$ cat src/rtl/psi_pkg.sv
package psi_pkg;

   // ************************************************************
   // register map
   // ************************************************************

   localparam int TIMER_BITS = 14;
   localparam int NUM_LEVELS = 15;
   localparam int TIMER_LEVEL = 3;
   localparam int NUM_INT_IN = 6; // levels 1 to 6 have their own inputs.
   localparam int PIN_ALIAS_BASE = 22; // level n shares pin 22 - n.

   localparam logic [0:3] NO_INT_CODE = 4'b1111;
   localparam logic [3:0] CTRL_BIT_ADDR = 4'd0;
   localparam logic [3:0] TOP_ADDR = 4'd15; // soft reset or intreq in clock mode.

   // ************************************************************
   // core to timer
   // ************************************************************

   typedef struct packed {
      logic       wr;
      logic [3:0] index; // clock register bit, 1 to 14.
      logic       value;
   } timer_write_t;

   // ************************************************************
   // host port sequencing
   // ************************************************************

   typedef enum logic [1:0] {
      PORT_IDLE    = 2'd0,
      PORT_CYCLE   = 2'd1,
      PORT_ACK     = 2'd2,
      PORT_RELEASE = 2'd3
   } port_state_t;

endpackage

$ cat src/rtl/cru_bus_pkg.sv
package cru_bus_pkg;

   // ************************************************************
   // host side transaction
   // ************************************************************

   typedef enum logic {
      CRU_READ  = 1'b0,
      CRU_WRITE = 1'b1
   } cru_op_t;

   // one bit per transaction, addr[0] selects the pin space.
   typedef struct packed {
      cru_op_t    op;
      logic [0:4] addr;
      logic       wdata;
   } cru_request_t;

   // ************************************************************
   // CRU bus cycle as seen by the interface core
   // ************************************************************

   typedef struct packed {
      logic       cruclk; // one clock write strobe.
      logic       cruout;
      logic [0:4] s;
   } cru_cycle_t;

endpackage
$ cat src/rtl/psi_top.sv
`timescale 1ns/1ps

module psi_top #(
   parameter int PREDIV_BITS = 6
) (
   input  logic                      clk,
   input  logic                      reset,
   input  logic                      clk_en,
   input  logic                      req,
   input  cru_bus_pkg::cru_request_t request,
   output logic                      ack,
   output logic                      rd_data,
   input  logic [1:6]                int_in,
   input  logic [0:15]               p_in,
   output logic [0:15]               p_out,
   output logic [0:15]               p_dir,
   output logic                      intreq,
   output logic [0:3]                ic
);
   import cru_bus_pkg::*;
   import psi_pkg::*;

   cru_cycle_t          cycle;
   logic                cruin;
   logic [1:NUM_LEVELS] int_mask;
   logic [1:NUM_LEVELS] int_level;

   cru_host_port cru_host_port_inst (
      .clk(clk),
      .reset(reset),
      .req(req),
      .request(request),
      .cruin(cruin),
      .ack(ack),
      .rd_data(rd_data),
      .cycle(cycle)
   );

   psi_io_core #(
      .PREDIV_BITS(PREDIV_BITS)
   ) psi_io_core_inst (
      .clk(clk),
      .reset(reset),
      .clk_en(clk_en),
      .cycle(cycle),
      .int_in(int_in),
      .p_in(p_in),
      .intreq(intreq),
      .cruin(cruin),
      .p_out(p_out),
      .p_dir(p_dir),
      .int_mask(int_mask),
      .int_level(int_level)
   );

   psi_int_encoder psi_int_encoder_inst (
      .clk(clk),
      .reset(reset),
      .int_level(int_level),
      .int_mask(int_mask),
      .intreq(intreq),
      .ic(ic)
   );

endmodule

$ cat src/rtl/psi_int_encoder.sv
`timescale 1ns/1ps

module psi_int_encoder (
   input  logic                         clk,
   input  logic                         reset,
   input  logic [1:psi_pkg::NUM_LEVELS] int_level,
   input  logic [1:psi_pkg::NUM_LEVELS] int_mask,
   output logic                         intreq,
   output logic [0:3]                   ic
);
   import psi_pkg::*;

   logic [1:NUM_LEVELS] level_latch;
   logic [1:NUM_LEVELS] active;
   logic [0:3]          lowest;

   always_ff @(posedge clk) begin
      level_latch <= int_level;
   end

   assign active = int_mask & ~level_latch; // inputs are active low.

   // scanning down leaves the lowest active level in place.
   always_comb begin
      lowest = NO_INT_CODE;
      for (int l = NUM_LEVELS; l >= 1; l--) begin
         if (active[l]) begin
            lowest = 4'(l);
         end
      end
   end

   always_ff @(posedge clk) begin
      if (reset) begin
         intreq <= 1'b0;
         ic <= 4'b0000;
      end else begin
         intreq <= |active;
         ic <= lowest;
      end
   end

   // level 15 shares its code with the idle value.
   intreq_has_code: assert property (
      @(posedge clk) disable iff (reset)
      intreq |-> (ic != NO_INT_CODE) || $past(active[NUM_LEVELS])
   );

endmodule

$ cat src/rtl/psi_io_core.sv
`timescale 1ns/1ps

module psi_io_core #(
   parameter int PREDIV_BITS = 6
) (
   input  logic                         clk,
   input  logic                         reset,
   input  logic                         clk_en,
   input  cru_bus_pkg::cru_cycle_t      cycle,
   input  logic [1:psi_pkg::NUM_INT_IN] int_in,
   input  logic [0:15]                  p_in,
   input  logic                         intreq,
   output logic                         cruin,
   output logic [0:15]                  p_out,
   output logic [0:15]                  p_dir,
   output logic [1:psi_pkg::NUM_LEVELS] int_mask,
   output logic [1:psi_pkg::NUM_LEVELS] int_level
);
   import psi_pkg::*;

   logic                  control_bit;
   logic                  pin_sel;
   logic [3:0]            idx;
   logic [4:0]            alias_pin;
   logic [0:15]           p_pin;
   logic [1:NUM_LEVELS]   raw_level;
   timer_write_t          twrite;
   logic                  hold;
   logic                  clear_int;
   logic [TIMER_BITS:1]   read_reg;
   logic                  timer_run;
   logic                  timer_int;

   assign pin_sel = cycle.s[0];
   assign idx = cycle.s[1:4];
   assign alias_pin = 5'(PIN_ALIAS_BASE) - {1'b0, idx};
   assign p_pin = (p_out & p_dir) | (p_in & ~p_dir); // outputs read back their own value.

   // ************************************************************
   // CRU writes
   // ************************************************************

   always_ff @(posedge clk) begin
      if (reset) begin
         p_out <= '0;
         p_dir <= '0;
         int_mask <= '0;
         control_bit <= 1'b0;
      end else if (cycle.cruclk) begin
         if (pin_sel) begin
            p_out[idx] <= cycle.cruout;
            p_dir[idx] <= 1'b1;
         end else if (idx == CTRL_BIT_ADDR) begin
            control_bit <= cycle.cruout;
         end else if (control_bit) begin
            if (idx == TOP_ADDR && cycle.cruout) begin
               p_out <= '0;
               p_dir <= '0;
               int_mask <= '0;
            end
         end else begin
            int_mask[idx] <= cycle.cruout;
         end
      end
   end

   // clock register bits only exist in clock mode below the top address.
   always_comb begin
      twrite.wr = cycle.cruclk && !pin_sel && control_bit
                  && (idx != CTRL_BIT_ADDR) && (idx != TOP_ADDR);
      twrite.index = idx;
      twrite.value = cycle.cruout;
   end

   assign clear_int = cycle.cruclk && !pin_sel && !control_bit && (idx == 4'(TIMER_LEVEL));
   assign hold = control_bit && !pin_sel;

   psi_timer #(
      .PREDIV_BITS(PREDIV_BITS)
   ) psi_timer_inst (
      .clk(clk),
      .reset(reset),
      .clk_en(clk_en),
      .twrite(twrite),
      .hold(hold),
      .clear_int(clear_int),
      .read_reg(read_reg),
      .timer_run(timer_run),
      .timer_int(timer_int)
   );

   // ************************************************************
   // read multiplexer
   // ************************************************************

   always_comb begin
      if (pin_sel) begin
         cruin = p_pin[idx];
      end else if (idx == CTRL_BIT_ADDR) begin
         cruin = control_bit;
      end else if (control_bit) begin
         cruin = (idx == TOP_ADDR) ? intreq : read_reg[idx];
      end else if (idx <= 4'(NUM_INT_IN)) begin
         cruin = int_in[idx];
      end else begin
         cruin = p_pin[alias_pin[3:0]]; // shared levels count down the pins.
      end
   end

   // ************************************************************
   // interrupt levels
   // ************************************************************

   for (genvar l = 1; l <= NUM_LEVELS; l++) begin : g_level
      if (l <= NUM_INT_IN) begin : g_int
         assign raw_level[l] = int_in[l];
      end else begin : g_pin
         assign raw_level[l] = p_pin[PIN_ALIAS_BASE - l];
      end
   end

   always_comb begin
      int_level = raw_level;
      if (timer_run) begin
         int_level[TIMER_LEVEL] = ~timer_int; // the timer drives level 3 low.
      end
   end

endmodule

$ cat src/rtl/psi_timer.sv
`timescale 1ns/1ps

module psi_timer #(
   parameter int PREDIV_BITS = 6
) (
   input  logic                         clk,
   input  logic                         reset,
   input  logic                         clk_en,
   input  psi_pkg::timer_write_t        twrite,
   input  logic                         hold,
   input  logic                         clear_int,
   output logic [psi_pkg::TIMER_BITS:1] read_reg,
   output logic                         timer_run,
   output logic                         timer_int
);
   import psi_pkg::*;

   logic [PREDIV_BITS-1:0] prediv;
   logic [TIMER_BITS:1]    clock_reg;
   logic [TIMER_BITS:1]    clock_next;
   logic [TIMER_BITS:1]    decrementer;
   logic [TIMER_BITS:1]    dec_next;
   logic                   step;
   logic                   terminal;

   // ************************************************************
   // next state
   // ************************************************************

   always_comb begin
      clock_next = clock_reg;
      if (twrite.wr) begin
         clock_next[twrite.index] = twrite.value;
      end
   end

   assign step = clk_en && (prediv == '0) && timer_run;
   // a clock register write restarts the count and wins over terminal count.
   assign terminal = step && (decrementer == '0) && !twrite.wr;

   always_comb begin
      if (twrite.wr) begin
         dec_next = clock_next;
      end else if (terminal) begin
         dec_next = clock_reg;
      end else if (step) begin
         dec_next = decrementer - 1'b1;
      end else begin
         dec_next = decrementer;
      end
   end

   // ************************************************************
   // registers
   // ************************************************************

   always_ff @(posedge clk) begin
      if (reset) begin
         prediv <= '1;
         clock_reg <= '0;
         decrementer <= '0;
         read_reg <= '0;
         timer_run <= 1'b0;
         timer_int <= 1'b0;
      end else begin
         if (clk_en) begin
            prediv <= prediv - 1'b1; // free running.
         end
         clock_reg <= clock_next;
         decrementer <= dec_next;
         if (!hold) begin
            read_reg <= dec_next; // frozen while the CPU reads it.
         end
         if (twrite.wr) begin
            timer_run <= |clock_next;
         end
         if (terminal) begin
            timer_int <= 1'b1;
         end
         if (clear_int) begin
            timer_int <= 1'b0;
         end
      end
   end

   int_only_when_running: assert property (
      @(posedge clk) disable iff (reset)
      $rose(timer_int) |-> timer_run
   );

endmodule

$ cat src/rtl/cru_host_port.sv
`timescale 1ns/1ps

module cru_host_port (
   input  logic                      clk,
   input  logic                      reset,
   input  logic                      req,
   input  cru_bus_pkg::cru_request_t request,
   input  logic                      cruin,
   output logic                      ack,
   output logic                      rd_data,
   output cru_bus_pkg::cru_cycle_t   cycle
);
   import cru_bus_pkg::*;
   import psi_pkg::*;

   port_state_t  state;
   logic         req_seen;
   cru_request_t held;

   // ************************************************************
   // handshake sequencing
   // ************************************************************

   always_ff @(posedge clk) begin
      if (reset) begin
         state <= PORT_IDLE;
         req_seen <= 1'b0;
         rd_data <= 1'b0;
         held <= '0;
      end else begin
         req_seen <= req;
         case (state)
            PORT_IDLE: begin
               if (req_seen) begin
                  held <= request; // host keeps request stable until ack.
                  state <= PORT_CYCLE;
               end
            end
            PORT_CYCLE: begin
               rd_data <= (held.op == CRU_READ) ? cruin : 1'b0;
               state <= PORT_ACK;
            end
            PORT_ACK: begin
               if (!req_seen) begin
                  state <= PORT_RELEASE;
               end
            end
            PORT_RELEASE: begin
               state <= PORT_IDLE;
            end
            default: begin
               state <= PORT_IDLE;
            end
         endcase
      end
   end

   assign ack = (state == PORT_ACK);

   // ************************************************************
   // bus cycle drive
   // ************************************************************

   always_comb begin
      cycle.cruclk = (state == PORT_CYCLE) && (held.op == CRU_WRITE);
      cycle.cruout = held.wdata;
      cycle.s = held.addr; // address stays put between transactions.
   end

   // the host must still be asking when the acknowledge comes up.
   ack_needs_req: assert property (
      @(posedge clk) disable iff (reset)
      $rose(ack) |-> $past(req)
   );

   cruclk_single: assert property (
      @(posedge clk) disable iff (reset)
      cycle.cruclk |=> !cycle.cruclk
   );

endmodule

$ cat config.mk
export PLATFORM = sky130hd
export DESIGN_NAME = psi_top
export DESIGN_NICKNAME = d
export VERILOG_FILES = /design/src/rtl/psi_pkg.sv /design/src/rtl/cru_bus_pkg.sv /design/src/rtl/psi_top.sv /design/src/rtl/psi_int_encoder.sv /design/src/rtl/psi_io_core.sv /design/src/rtl/psi_timer.sv /design/src/rtl/cru_host_port.sv
export SDC_FILE = /design/constraint.sdc
export NUM_CORES = 1
export LEC_CHECK = 0
export BUFFER_PORTS_ARGS = -buffer_cell sky130_fd_sc_hd__buf_4
export CORE_MARGIN = 2
export CORE_UTILIZATION = 55
export DETAILED_ROUTE_END_ITERATION = 8
export PLACE_DENSITY = 0.76
export RECOVER_POWER = 25
export SLEW_MARGIN = 20
export SYNTH_ARGS = -nofsm -noshare
export SYNTH_HDL_FRONTEND = slang
export SYNTH_SLANG_ARGS = --single-unit
$ cat constraint.sdc
create_clock -name clk -period 6.07 [get_ports clk]
set_input_delay 0 -clock clk [delete_from_list [all_inputs] [get_ports clk]]
set_output_delay 0 -clock clk [all_outputs]
set_load 0.01 [all_outputs]
Yosys cells after proc, flatten, opt, wreduce, memory -nomap -nowiden
Index checks and enable logic that the tools add are counted. W data, S select, Z words.

Flip-flop bits (word level): 129. Memories kept: 0. RAM bits: 0. Bits of input ports: 33. Logic and storage cells: 143. ROM bits: 0. Latch bits: 0. Output and inout port bits: 39.

Add/subtract/negate cells: 3. Reduce and logical (&&, ||, !) cells: 36. Equal/unequal tests: 10. Bitwise gates (word level): 12. Shifts and indexed selects: 0. Multiplexer cells: 53. Divide/modulo/power cells: 0. $mul: 0. Order comparisons: 7.

Operator list (count): $mux W16 (5); $mux W14 (4); $and A16 B16 Y16 (2); $or A16 B16 Y16 (2); $mux W15 (2); $mux W3 (8); $mux W1 (18); $bwmux W16 (1); $not A16 Y16 (1); $and A15 B15 Y15 (1); $bwmux W15 (1); $logic_and A1 B1 Y1 (15); $not A15 Y15 (1); $reduce_or A15 Y1 (1); $bwmux W14 (1); $logic_not A14 Y1 (1); $reduce_or A14 Y1 (1); $sub A14 B1 Y14 const B (1); $bmux W1 S4 (3); $mux W2 (6); $ge A5 B5 Y1 const B (2); $not A4 Y5 (2); $demux W1 S4 (2); $pmux W2 S4 (1); other kinds (28) (39).

Longest topological paths before layout
Gate-level depths: netlist of run 1.

Word-level depth: 16. Mapped depth: 10. Depth with buffers taken out: 8.

Modules after synthesis
A second synthesis of run 1 with hierarchy kept.

Cell total of the unflattened synthesis: 799. Area total of the unflattened synthesis: 7078.0 µm².

By module, submodules not included: psi_timer (instances 1, area each 2907.8 µm², cells an instance 343, sequential area each 1001.0 µm²); psi_io_core (instances 1, area each 2831.5 µm², cells an instance 330, sequential area each 960.9 µm²); psi_int_encoder (instances 1, area each 721.9 µm², cells an instance 65, sequential area each 400.4 µm²); cru_host_port (instances 1, area each 616.8 µm², cells an instance 61, sequential area each 220.2 µm²).

Worst setup path after synthesis of run 1
Ideal clock, no wire load.

Path kind: register -> register. Start: register cru_host_port_inst.held, in the netlist cru_host_port_inst.cycle[0]. End: register psi_io_core_inst.psi_timer_inst.timer_run. Setup time: 124 ps. Stages on the path, launching flop included: 10. Arrival time: 2475 ps. Clock period less this slack: 2599 ps. Buffers on the path: 2. Data required time: 5946 ps. Path slack: 3471 ps. Cells stage by stage: dfxtp_1 clkbuf_1 inv_1 ha_1 nor3b_1 nor4_1 clkbuf_1 nand3_1 nor4_1 a21oi_1.

Word-level cells in the longest chain between the ends: 7. Elaborated cells on any way between the ends: 12. Classes of those cells: order compare: 2; eq/ne: 1; mux: 4; reduce/logical: 5.

RTL lines: from (decl) (RTL line cru_host_port.sv:18) `cru_request_t held;`; from (signal assigned) (RTL line cru_host_port.sv:35) `held <= request;`; $lt A4 B5 Y1 (implied by the code) / $ge A4 B1 Y1 (equally long branches) (RTL line psi_timer.sv:33) `clock_next[twrite.index] = twrite.value;`; $logic_and A1 B1 Y1 (implied by the code) (RTL line psi_timer.sv:33); $mux W1 (implied by the code) (RTL line psi_timer.sv:33); $demux W1 S4 (RTL line psi_timer.sv:33); $bwmux W14 (RTL line psi_timer.sv:33); $mux W14 (RTL line psi_timer.sv:32) `if (twrite.wr) begin`; $reduce_or A14 Y1 (RTL line psi_timer.sv:75) `timer_run <= |clock_next;`; to (signal assigned) (RTL line psi_timer.sv:75); to (decl) (RTL line psi_timer.sv:13) `output logic timer_run,`.

Parallel ways exist; a longest one is shown, timed or not. A chain may end at the register's enable or synchronous reset.

==> results of run 1 <==
kinds of logic after synthesis:
logic type | Yosys count
simple gates | 314
compound gates | 201
flops | 129
buf+inv | 81
mux | 44
xor+xnor | 13
fa+ha+maj | 12
through the flow:
stage / std cells / area (um^2) / worst slack, ps
after global placement: 959 / 7090 / 2960
after floorplan: 794 / 6530 / 3470
after global routing: 1015 / 7850 / 1970
after detailed placement: 959 / 7090 / 2740
final: 1015 / 7850 / 2270
after CTS: 1015 / 7970 / 2750
power breakdown:
part           switching (mW)  internal, mW  total (mW)
Combinational           0.173         0.107       0.280
Clock                   0.389         0.723        1.11
Sequential             0.0247         0.868       0.893
routing by layer:
metal | up-vias | GRT usage | wire length (um)
li1 | 2997 | - | -
met1 | 3037 | 0.421 | 8490
met2 | 333 | 0.500 | 9150
met3 | 37 | 0.0809 | 1950
met4 | 0 | 0.118 | 478
met5 | - | 0 | 0
worst min-delay path by stage:
stage,startpoint,slack (ps),end,depth (start not counted)
floorplan,int_in[1],30,psi_int_encoder_inst.level_latch[1],0
global placement,int_in[1],120,psi_int_encoder_inst.level_latch[1],1
detailed placement,int_in[6],120,psi_int_encoder_inst.level_latch[6],1
CTS,reset,210,psi_io_core_inst.psi_timer_inst.decrementer[2],2
global route,int_in[1],270,psi_int_encoder_inst.level_latch[1],2
finish,int_in[1],270,psi_int_encoder_inst.level_latch[1],2
final cells by class:
| class | instances | area (um^2) |
|---|---|---|
| clock buffers | 21 | 470 |
| clock inverters | 11 | 176 |
| fillers | 996 | 3660 |
| inverters | 22 | 82.6 |
| multi-input cells | 584 | 3630 |
| flip-flops and latches | 129 | 2580 |
| well taps | 143 | 179 |
| repair buffers | 105 | 728 |
cells in the final DEF, fill, tap and decap left out, drive strengths merged, types with 3 or more instances in the layout:
cell / Yosys / final
o21bai: 4 / 4
a311oi: 3 / 3
clkbuf: 52 / 55
nand4: 12 / 12
o211ai: 23 / 23
clkinvlp: 0 / 4
xnor2: 7 / 7
or3: 6 / 6
o211a: 3 / 3
or4: 4 / 4
a31oi: 7 / 7
a211oi: 20 / 20
o21ai: 39 / 39
and3: 8 / 8
nand3: 33 / 33
xor2: 6 / 6
dfxtp: 129 / 129
mux2i: 19 / 19
dlygate4sd3: 0 / 24
a22oi: 5 / 5
nor4b: 3 / 3
ha: 12 / 12
buf: 7 / 47
nor2b: 12 / 12
inv: 22 / 24
o22ai: 3 / 3
nor3: 30 / 30
nor2: 95 / 95
bufinv: 0 / 4
mux2: 19 / 19
nand3b: 7 / 7
nor4: 7 / 7
a21oi: 73 / 73
nand2b: 13 / 13
mux4: 6 / 6
nand2: 65 / 65
and2: 7 / 7
nor4bb: 3 / 3
==> results.yml, run 1 <==
sta:
  finalMaxSlewViolations: 98
  period_needed_ps: 3800
  worst_pin_slew_ps: 4290
  finalHoldViolCount: 0
  setup_viol: 0
  timing.fmax_mhz: 263
  fin_setup_tns_ps: 0
  hold_slack_ps: 267
  period_share: 0.627
  relSlewSlack: -1.86
  finClkSkew_ps: 9.77
  rsz0062_at_grt: "false"
grt:
  grt_use_total: 0.316
  grt_pass1_vias: 6060
  antenna_found_initial: 0
  grt_pass1_wl_um: 31700
  overflow: 0
  grt_max_degree: 98
placement:
  dp_hpwl_um: 13600
  io_buffer_count: 71
  gp_congestion: 0.986
drt:
  drc: 4
  dr.pass1.iters: 7
  routed-via-count: 6404
  ant_nets: 0
  routed_wl_um: 20100
  via_per_inst: 6.31
  wire_per_inst_um: 19.8
  drt_first_iter_violations: 680
synth:
  yosysMostFrequentCell: "dfxtp_1"
  synth_nets: 839
  synth_edf_count: 0
  synth_area_leaders: "dfxtp_1 40%, a21oi_1 5.6%, nor2_1 5.4%, nand2_1 3.6%, mux2_2 3.3%"
  ys_seq_area_frac: 0.396
  async_flop_share: 0
  synthCells: 794
  synth_commonest_cells: "129 x dfxtp_1, 94 x nor2_1, 73 x a21oi_1, 63 x nand2_1, 52 x clkbuf_1"
  synth_top_area_share: 0.396
  syn_area_um2: 6530
  synth_largest_area_cell: "dfxtp_1"
  synth_mux_area_frac: 0.0826
  synth_ff_type: "dfxtp_1"
  ys_seq_elements: 129
  synth_compound_area_frac: 0.196
  synthAdderAreaFrac: 0.0230
  synth_top_family_by_area: "simple AND/OR/NAND/NOR gates"
  synthSimpleGateAreaFrac: 0.237
  yosysUniqueCellTypes: 66
  synthXorXnorAreaFrac: 0.0174
  synth_area_per_cell_um2: 8.22
  yosys_warnings: 0
setup_path:
  end_kind: "register"
  start_kind: "input port"
  path_cells: "clkbuf_1 > nand2b_1 > nor2_1"
  cp.depth: 3
  critPathCapture: "psi_io_core_inst.p_dir[14]"
  crit_buf_inv: 1
  crit_arrival_ps: 4070
  crit_family: "buffers and inverters"
  cp_slowest_cell: "clkbuf_1"
  r2r_cells: 9
  r2r_slack_ps: 2570
  slowest_delay_ps: 2970
  r2r_start: "cru_host_port_inst.cycle[0]"
  crit_required_ps: 6340
  startpoint: "reset"
  crit_type: "input port to register"
  timing.rr.end: "psi_io_core_inst.psi_timer_inst.decrementer[12]"
  crit_path_max_fanout: 97
die:
  start_util: 0.567
  die_y_um: 113
  core_area_um2: 11500
  die-area_um2: 12800
  die_w_um: 113
  rows: 39
  io_pins: 72
final_layout:
  final_layout_size_suffix_gt1_frac: 0.130
  top_regs: "psi_io_core_inst.p_dir: 16 flops, psi_io_core_inst.p_out: 16 flops"
  antennaDiodeCount: 0
  area_delta_synth_final_pct: 20.3
  fin_nets: 904
  final_core_util: 0.682
power_and_ir_drop:
  ir_drop_mv: 0.229
  pwr_density_cell_nw_per_um2: 291
  fin_total_pwr_mw: 2.28
  p_leak_nw: 2.98
clock_tree:
  clk_pin_slew_ps: 60
  cts-htree-levels: 4
  cts_max_path_buffers: 2
  cts_tree: "done"
  cts_hold_buf: 24
  numCtsBuffers: 17
  insertion_delay_ps: 430
  clock-sinks: 129
  post_cts_buffers: 0
  clock-root-buffer: "clkbuf_16"
  cts_resized: 0
outcome:
  violations: "DRC, capacitance limit, slew limit"
  status: "complete, but fails checks"
worst_hold_path:
  hp-class: "input port to register"
run:
  cap_viol_max_count: 1
No activity file was read; power rests on OpenSTA's default activity.
==> run 2: changes to the inputs <==
--- a/config.mk
+++ b/config.mk
@@ -5,11 +5,12 @@
 export SDC_FILE = /design/constraint.sdc
 export NUM_CORES = 1
 export LEC_CHECK = 0
+export ABC_AREA = 1
 export BUFFER_PORTS_ARGS = -buffer_cell sky130_fd_sc_hd__buf_4
 export CORE_MARGIN = 2
 export CORE_UTILIZATION = 55
 export DETAILED_ROUTE_END_ITERATION = 8
-export PLACE_DENSITY = 0.76
+export PLACE_DENSITY = 0.75
 export RECOVER_POWER = 25
 export SLEW_MARGIN = 20
 export SYNTH_ARGS = -nofsm -noshare
==> constraint.sdc (replaced) <==
create_clock -name clk -period 3.5 [get_ports clk]
set_input_delay 0 -clock clk [delete_from_list [all_inputs] [get_ports clk]]
set_output_delay 0 -clock clk [all_outputs]
set_load 0.01 [all_outputs]
==> run 2 against run 1 <==
The flow finishes with violations (capacitance limit, slew limit). Hold slack worse by 0.50 ps. Count of clock-buffer cells in the layout up 1. Sequential power up 75%. Synthesized cell count up 19%. Non-clock buffer count down 1. Critical path depth up 6. Global-route usage down 1.9 points. Highest routed layer unchanged.
==> results.yml, run 2 <==
synth:
  synth_ff_type: "dfxtp_1"
  synth_area_per_cell_um2: 6.96
  synthCells: 948
  yosys_warnings: 0
  yosysUniqueCellTypes: 43
  ys_seq_elements: 129
  synth_largest_area_cell: "dfxtp_1"
  ys_seq_area_frac: 0.391
  synth_commonest_cells: "213 x nand2_1, 134 x inv_1, 129 x dfxtp_1, 103 x nor2_1, 69 x o21ai_0"
  synth_nets: 993
  synth_area_leaders: "dfxtp_1 39%, nand2_1 12%, inv_1 7.6%, nor2_1 5.9%, o21ai_0 5.2%"
  syn_area_um2: 6600
  synth_top_area_share: 0.391
  async_flop_share: 0
  yosysMostFrequentCell: "nand2_1"
  synth_edf_count: 0
final_layout:
  layout_common_cells: "213 x nand2_1, 134 x inv_1, 129 x dfxtp_1"
  final_common_cell: "nand2_1"
  top_regs: "psi_io_core_inst.p_dir: 16 flops, psi_io_core_inst.p_out: 16 flops"
  antennaDiodeCount: 0
  fin_nets: 1083
  area_delta_synth_final_pct: 21.4
  fin_cells: 1198
  n_fill_cell: 1071
  final_layout_size_suffix_gt1_frac: 0.130
placement:
  io_buffer_count: 71
  dp.cells: 1142
  gp_congestion: 0.939
  dp_hpwl_um: 13100
clock_tree:
  clock-sinks: 129
  insertion_delay_ps: 420
  cts-htree-levels: 4
  numCtsBuffers: 17
  post_cts_buffers: 0
  cts_tree: "done"
  cts_max_path_buffers: 2
  cts_resized: 0
  cts_hold_buf: 24
  clk_pin_slew_ps: 50
  clock-root-buffer: "clkbuf_16"
sta:
  period_share: 0.789
  finalMaxSlewViolations: 60
  period_needed_ps: 2760
  timing.fmax_mhz: 362
  finClkSkew_ps: 6.78
  finalHoldViolCount: 0
  relSlewSlack: -1.13
  rsz0062_at_grt: "false"
  setup_viol: 0
  fin_setup_tns_ps: 0
  worst_pin_slew_ps: 3200
die:
  die_w_um: 114
  die_y_um: 114
  core_area_um2: 11900
  io_pins: 72
  start_util: 0.556
  die-area_um2: 12900
  rows: 40
setup_path:
  slowest_delay_ps: 460
  crit_family: "buffers and inverters"
  crit_type: "register to register"
  path_common_cell: "a21oi_1"
  crit_path_max_fanout: 14
  start_kind: "register"
  crit_buf_inv: 2
  path_cells: "inv_1 > ha_1 > nand2_2 > a21oi_1 > nor2_2 > inv_2 > nor2_1 > a21oi_1 > a211oi_1"
  crit_arrival_ps: 2890
  crit_required_ps: 3630
  end_kind: "register"
  cp_slowest_cell: "inv_2"
drt:
  routed_wl_um: 18600
  drt_first_iter_violations: 588
  ant_nets: 0
  routed-via-count: 6486
  dr.pass1.iters: 5
  wire_per_inst_um: 15.5
  via_per_inst: 5.41
  drc: 0
grt:
  grt_pass1_wl_um: 30200
  grt_pass1_vias: 6213
  antenna_found_initial: 0
  grt_max_degree: 60
  overflow: 0
  grt_use_total: 0.297
power_and_ir_drop:
  pwr_density_cell_nw_per_um2: 509
  ir_drop_mv: 0.479
  p_leak_nw: 3.57
outcome:
  status: "complete, but fails checks"
  violations: "capacitance limit, slew limit"
run:
  cap_viol_max_count: 1
worst_hold_path:
  hp-class: "input port to register"
==> run 2: changes by cell type in the layout (fill, tap and decap cells not counted), moves of 12 or more <==
cell and delta:
nand3_1 +33, o21ai_0 +31, nand2_1 +150, nor3_1 -21, nor2b_1 -12, mux2_2 -12, inv_1 +112, mux2i_1 -19
a211oi_1 -14, nand2b_1 -13
==> run 2: power breakdown <==
group / leakage (nW) / switching (mW) / internal [mW]
Clock: 0.316 / 0.647 / 1.32
Sequential: 1.05 / 0.0458 / 1.52
Combinational: 2.20 / 0.366 / 0.182
==> run 2: final cells by class <==
cell class,instances,area (um^2),share of cell area
flip-flops and latches,129,2580,0.322
clock inverters,10,180,0.0225
well taps,147,184,0.0230
repair buffers,104,739,0.0923
inverters,142,533,0.0666
multi-input cells,644,3320,0.414
clock buffers,22,474,0.0592
==> run 2: through the flow <==
step	hold slack [ps]	power [mW]	utilization	cell area (um^2)	setup WS (ps)
2_1_floorplan	27.7	1.93	-	6600	1320
3_3_place_gp	119	2.09	0.608	7220	994
3_5_place_dp	119	2.10	0.608	7220	914
4_1_cts	215	4.08	0.684	8110	901
5_1_grt	256	4.22	0.675	8010	505
6_report	267	4.07	0.675	8010	739
==> run 2: cells by family (layout without fill, tap and decap cells) <==
family,Yosys count,after routing,share of synthesized area
DFF,129,129,0.391
and+or+nand+nor,428,428,0.286
xor gates and xnor gates,13,13,0.0173
adders and majority gates,12,12,0.0228
buffers and inverters,175,278,0.106
muxes,1,1,0.00171
AOI/OAI and AO/OA,190,190,0.175
==> run 2: path summary, 6_finish.rpt <==
kind                                                    from                             endpoint  slack (ps)  depth (start not counted)
worst max-delay path             cru_host_port_inst.cycle[1]           psi_io_core_inst.p_out[15]         740                          9
worst min-delay path                               int_in[2]  psi_int_encoder_inst.level_latch[2]         270                          2
worst max register to register   cru_host_port_inst.cycle[1]           psi_io_core_inst.p_out[15]         740                          9
worst min register to register  psi_io_core_inst.int_mask[2]         psi_io_core_inst.int_mask[2]         460                          2
==> run 2: layer usage <==
layer,part of all wire,track usage,vias up
met1,0.43,0.394,2987
met3,0.086,0.0760,21
met4,0.013,0.0780,0
met5,0,0,-
li1,-,-,3230
met2,0.47,0.486,248
==> run 3: changes to the inputs <==
==> constraint.sdc (replaced) <==
create_clock -name clk -period 2.7 [get_ports clk]
set_input_delay 0 -clock clk [delete_from_list [all_inputs] [get_ports clk]]
set_output_delay 0 -clock clk [all_outputs]
set_load 0.01 [all_outputs]
==> run 3 against run 2 <==
The run now ends clean. Final cell count grew 1.3%. Sequential power increased by 29%. Hold slack got worse by 110 ps. Via count barely moved. Global-route usage grew 0.46 points. Critical endpoint is now psi_io_core_inst.psi_timer_inst.timer_run. Largest cell class unchanged.
==> results.yml, run 3 (synthesized netlist as in run 2, its figures left out) <==
die:
  die_y_um: 114
  io_pins: 72
  start_util: 0.556
  core_area_um2: 11900
  rows: 40
  die_w_um: 114
  die-area_um2: 12900
sta:
  finalMaxSlewViolations: 0
  worst_pin_slew_ps: 1480
  relSlewSlack: 0.0152
  finalHoldViolCount: 0
  timing.fmax_mhz: 427
  rsz0062_at_grt: "false"
  fin_setup_tns_ps: 0
  setup_viol: 0
  period_needed_ps: 2340
  finClkSkew_ps: 10.6
  period_share: 0.867
outcome:
  status: "finished clean"
final_layout:
  final_core_util: 0.679
  final_layout_size_suffix_gt1_frac: 0.146
  antennaDiodeCount: 0
  post-route-cell-area_um2: 8050
  fin_nets: 1098
  final_common_cell: "nand2_1"
  area_delta_synth_final_pct: 22.0
  top_regs: "psi_io_core_inst.p_dir: 16 flops, psi_io_core_inst.p_out: 16 flops"
  layout_common_cells: "213 x nand2_1, 134 x inv_1, 129 x dfxtp_1"
drt:
  dr.pass1.iters: 5
  ant_nets: 0
  drt_first_iter_violations: 590
  drc: 0
  wire_per_inst_um: 15.5
  routed_wl_um: 18800
  routed-via-count: 6490
  via_per_inst: 5.35
clock_tree:
  cts_resized: 0
  clock-sinks: 129
  clk_pin_slew_ps: 60
  clock-root-buffer: "clkbuf_16"
  cts-htree-levels: 4
  cts_tree: "done"
  insertion_delay_ps: 430
  cts_max_path_buffers: 2
  numCtsBuffers: 17
power_and_ir_drop:
  clkPwrFrac: 0.440
  p_comb_frac: 0.152
  swShare: 0.287
  pwr_density_cell_nw_per_um2: 615
  p_seq_frac: 0.407
  p_leak_nw: 3.60
  fin_total_pwr_mw: 4.95
  internal-power_mw: 3.53
  ir_drop_mv: 0.859
  switchingPower_mw: 1.42
placement:
  dp_hpwl_um: 13500
  io_buffer_count: 71
  placed_cell_area_um2: 7340
  gp_congestion: 0.954
setup_path:
  start_kind: "register"
  end_kind: "register"
  crit_required_ps: 3020
  crit_type: "register to register"
  r2r_slack_ps: 360
  crit_arrival_ps: 2660
  crit_path_max_fanout: 27
grt:
  grt_pass1_wl_um: 30300
  overflow: 0
  grt_use_total: 0.302
  grt_max_degree: 60
  antenna_found_initial: 0
  grt_pass1_vias: 6133
worst_hold_path:
  hp-class: "input port to register"
run:
  cap_viol_max_count: 0
==> run 3: per-layer routing <==
layer  part of all wire  track usage
met1               0.45        0.410
met2               0.46        0.479
met3              0.076       0.0707
met4              0.017       0.0943
met5                  0            0
==> run 3: cell type report <==
type	instances	area (um^2)
clock buffer	19	453
clock inverter	13	111
fill	1056	3810
inverter	142	533
multi-input combinational	644	3320
sequential	129	2580
tap	147	184
timing repair buffer	119	870
==> run 3: power by group through the flow <==
| stage | Sequential, mW | Clock (mW) | Combinational [mW] |
|---|---|---|---|
| after floorplan | 2.04 | 0 | 0.464 |
| after global placement | 2.05 | 0 | 0.704 |
| after detailed placement | 2.05 | 0 | 0.710 |
| after CTS | 2.01 | 2.20 | 0.745 |
| after global routing | 2.02 | 2.28 | 0.827 |
| final | 2.02 | 2.18 | 0.754 |
==> run 3: worst max-delay path, cell delays in order (launching register included) <==
cell and delay, ps:
dfxtp_1 490, inv_1 100, ha_1 220, nand2_2 140
nand4_2 210, inv_2 350, o21ai_0 170, nor3_1 250
nand4_1 110, nor3_1 150, nor2_1 60
==> run 3: what timing repair did <==
item	in CTS	in global routing
setup buffers	0	0
setup endpoints to repair	0	0
hold buffers	24	0
endpoints found under the hold margin	27	0
==> run 3: through the flow <==
stage,setup WS [ps],instances,hold WS [ps]
2_1_floorplan,521,948,27.7
3_3_place_gp,510,1157,119
3_5_place_dp,420,1157,119
4_1_cts,399,1213,110
5_1_grt,94.7,1213,167
6_report,360,1213,156
==> run 3: final timing paths <==
| kind | startpoint | end | cells after the start |
|---|---|---|---|
| setup / recovery | cru_host_port_inst.cycle[1] | psi_io_core_inst.psi_timer_inst.timer_run | 10 |
| hold / removal | reset | psi_io_core_inst.psi_timer_inst.prediv[2] | 4 |
| setup reg to reg | cru_host_port_inst.cycle[1] | psi_io_core_inst.psi_timer_inst.timer_run | 10 |
| hold reg to reg | psi_io_core_inst.int_mask[2] | psi_io_core_inst.int_mask[2] | 2 |
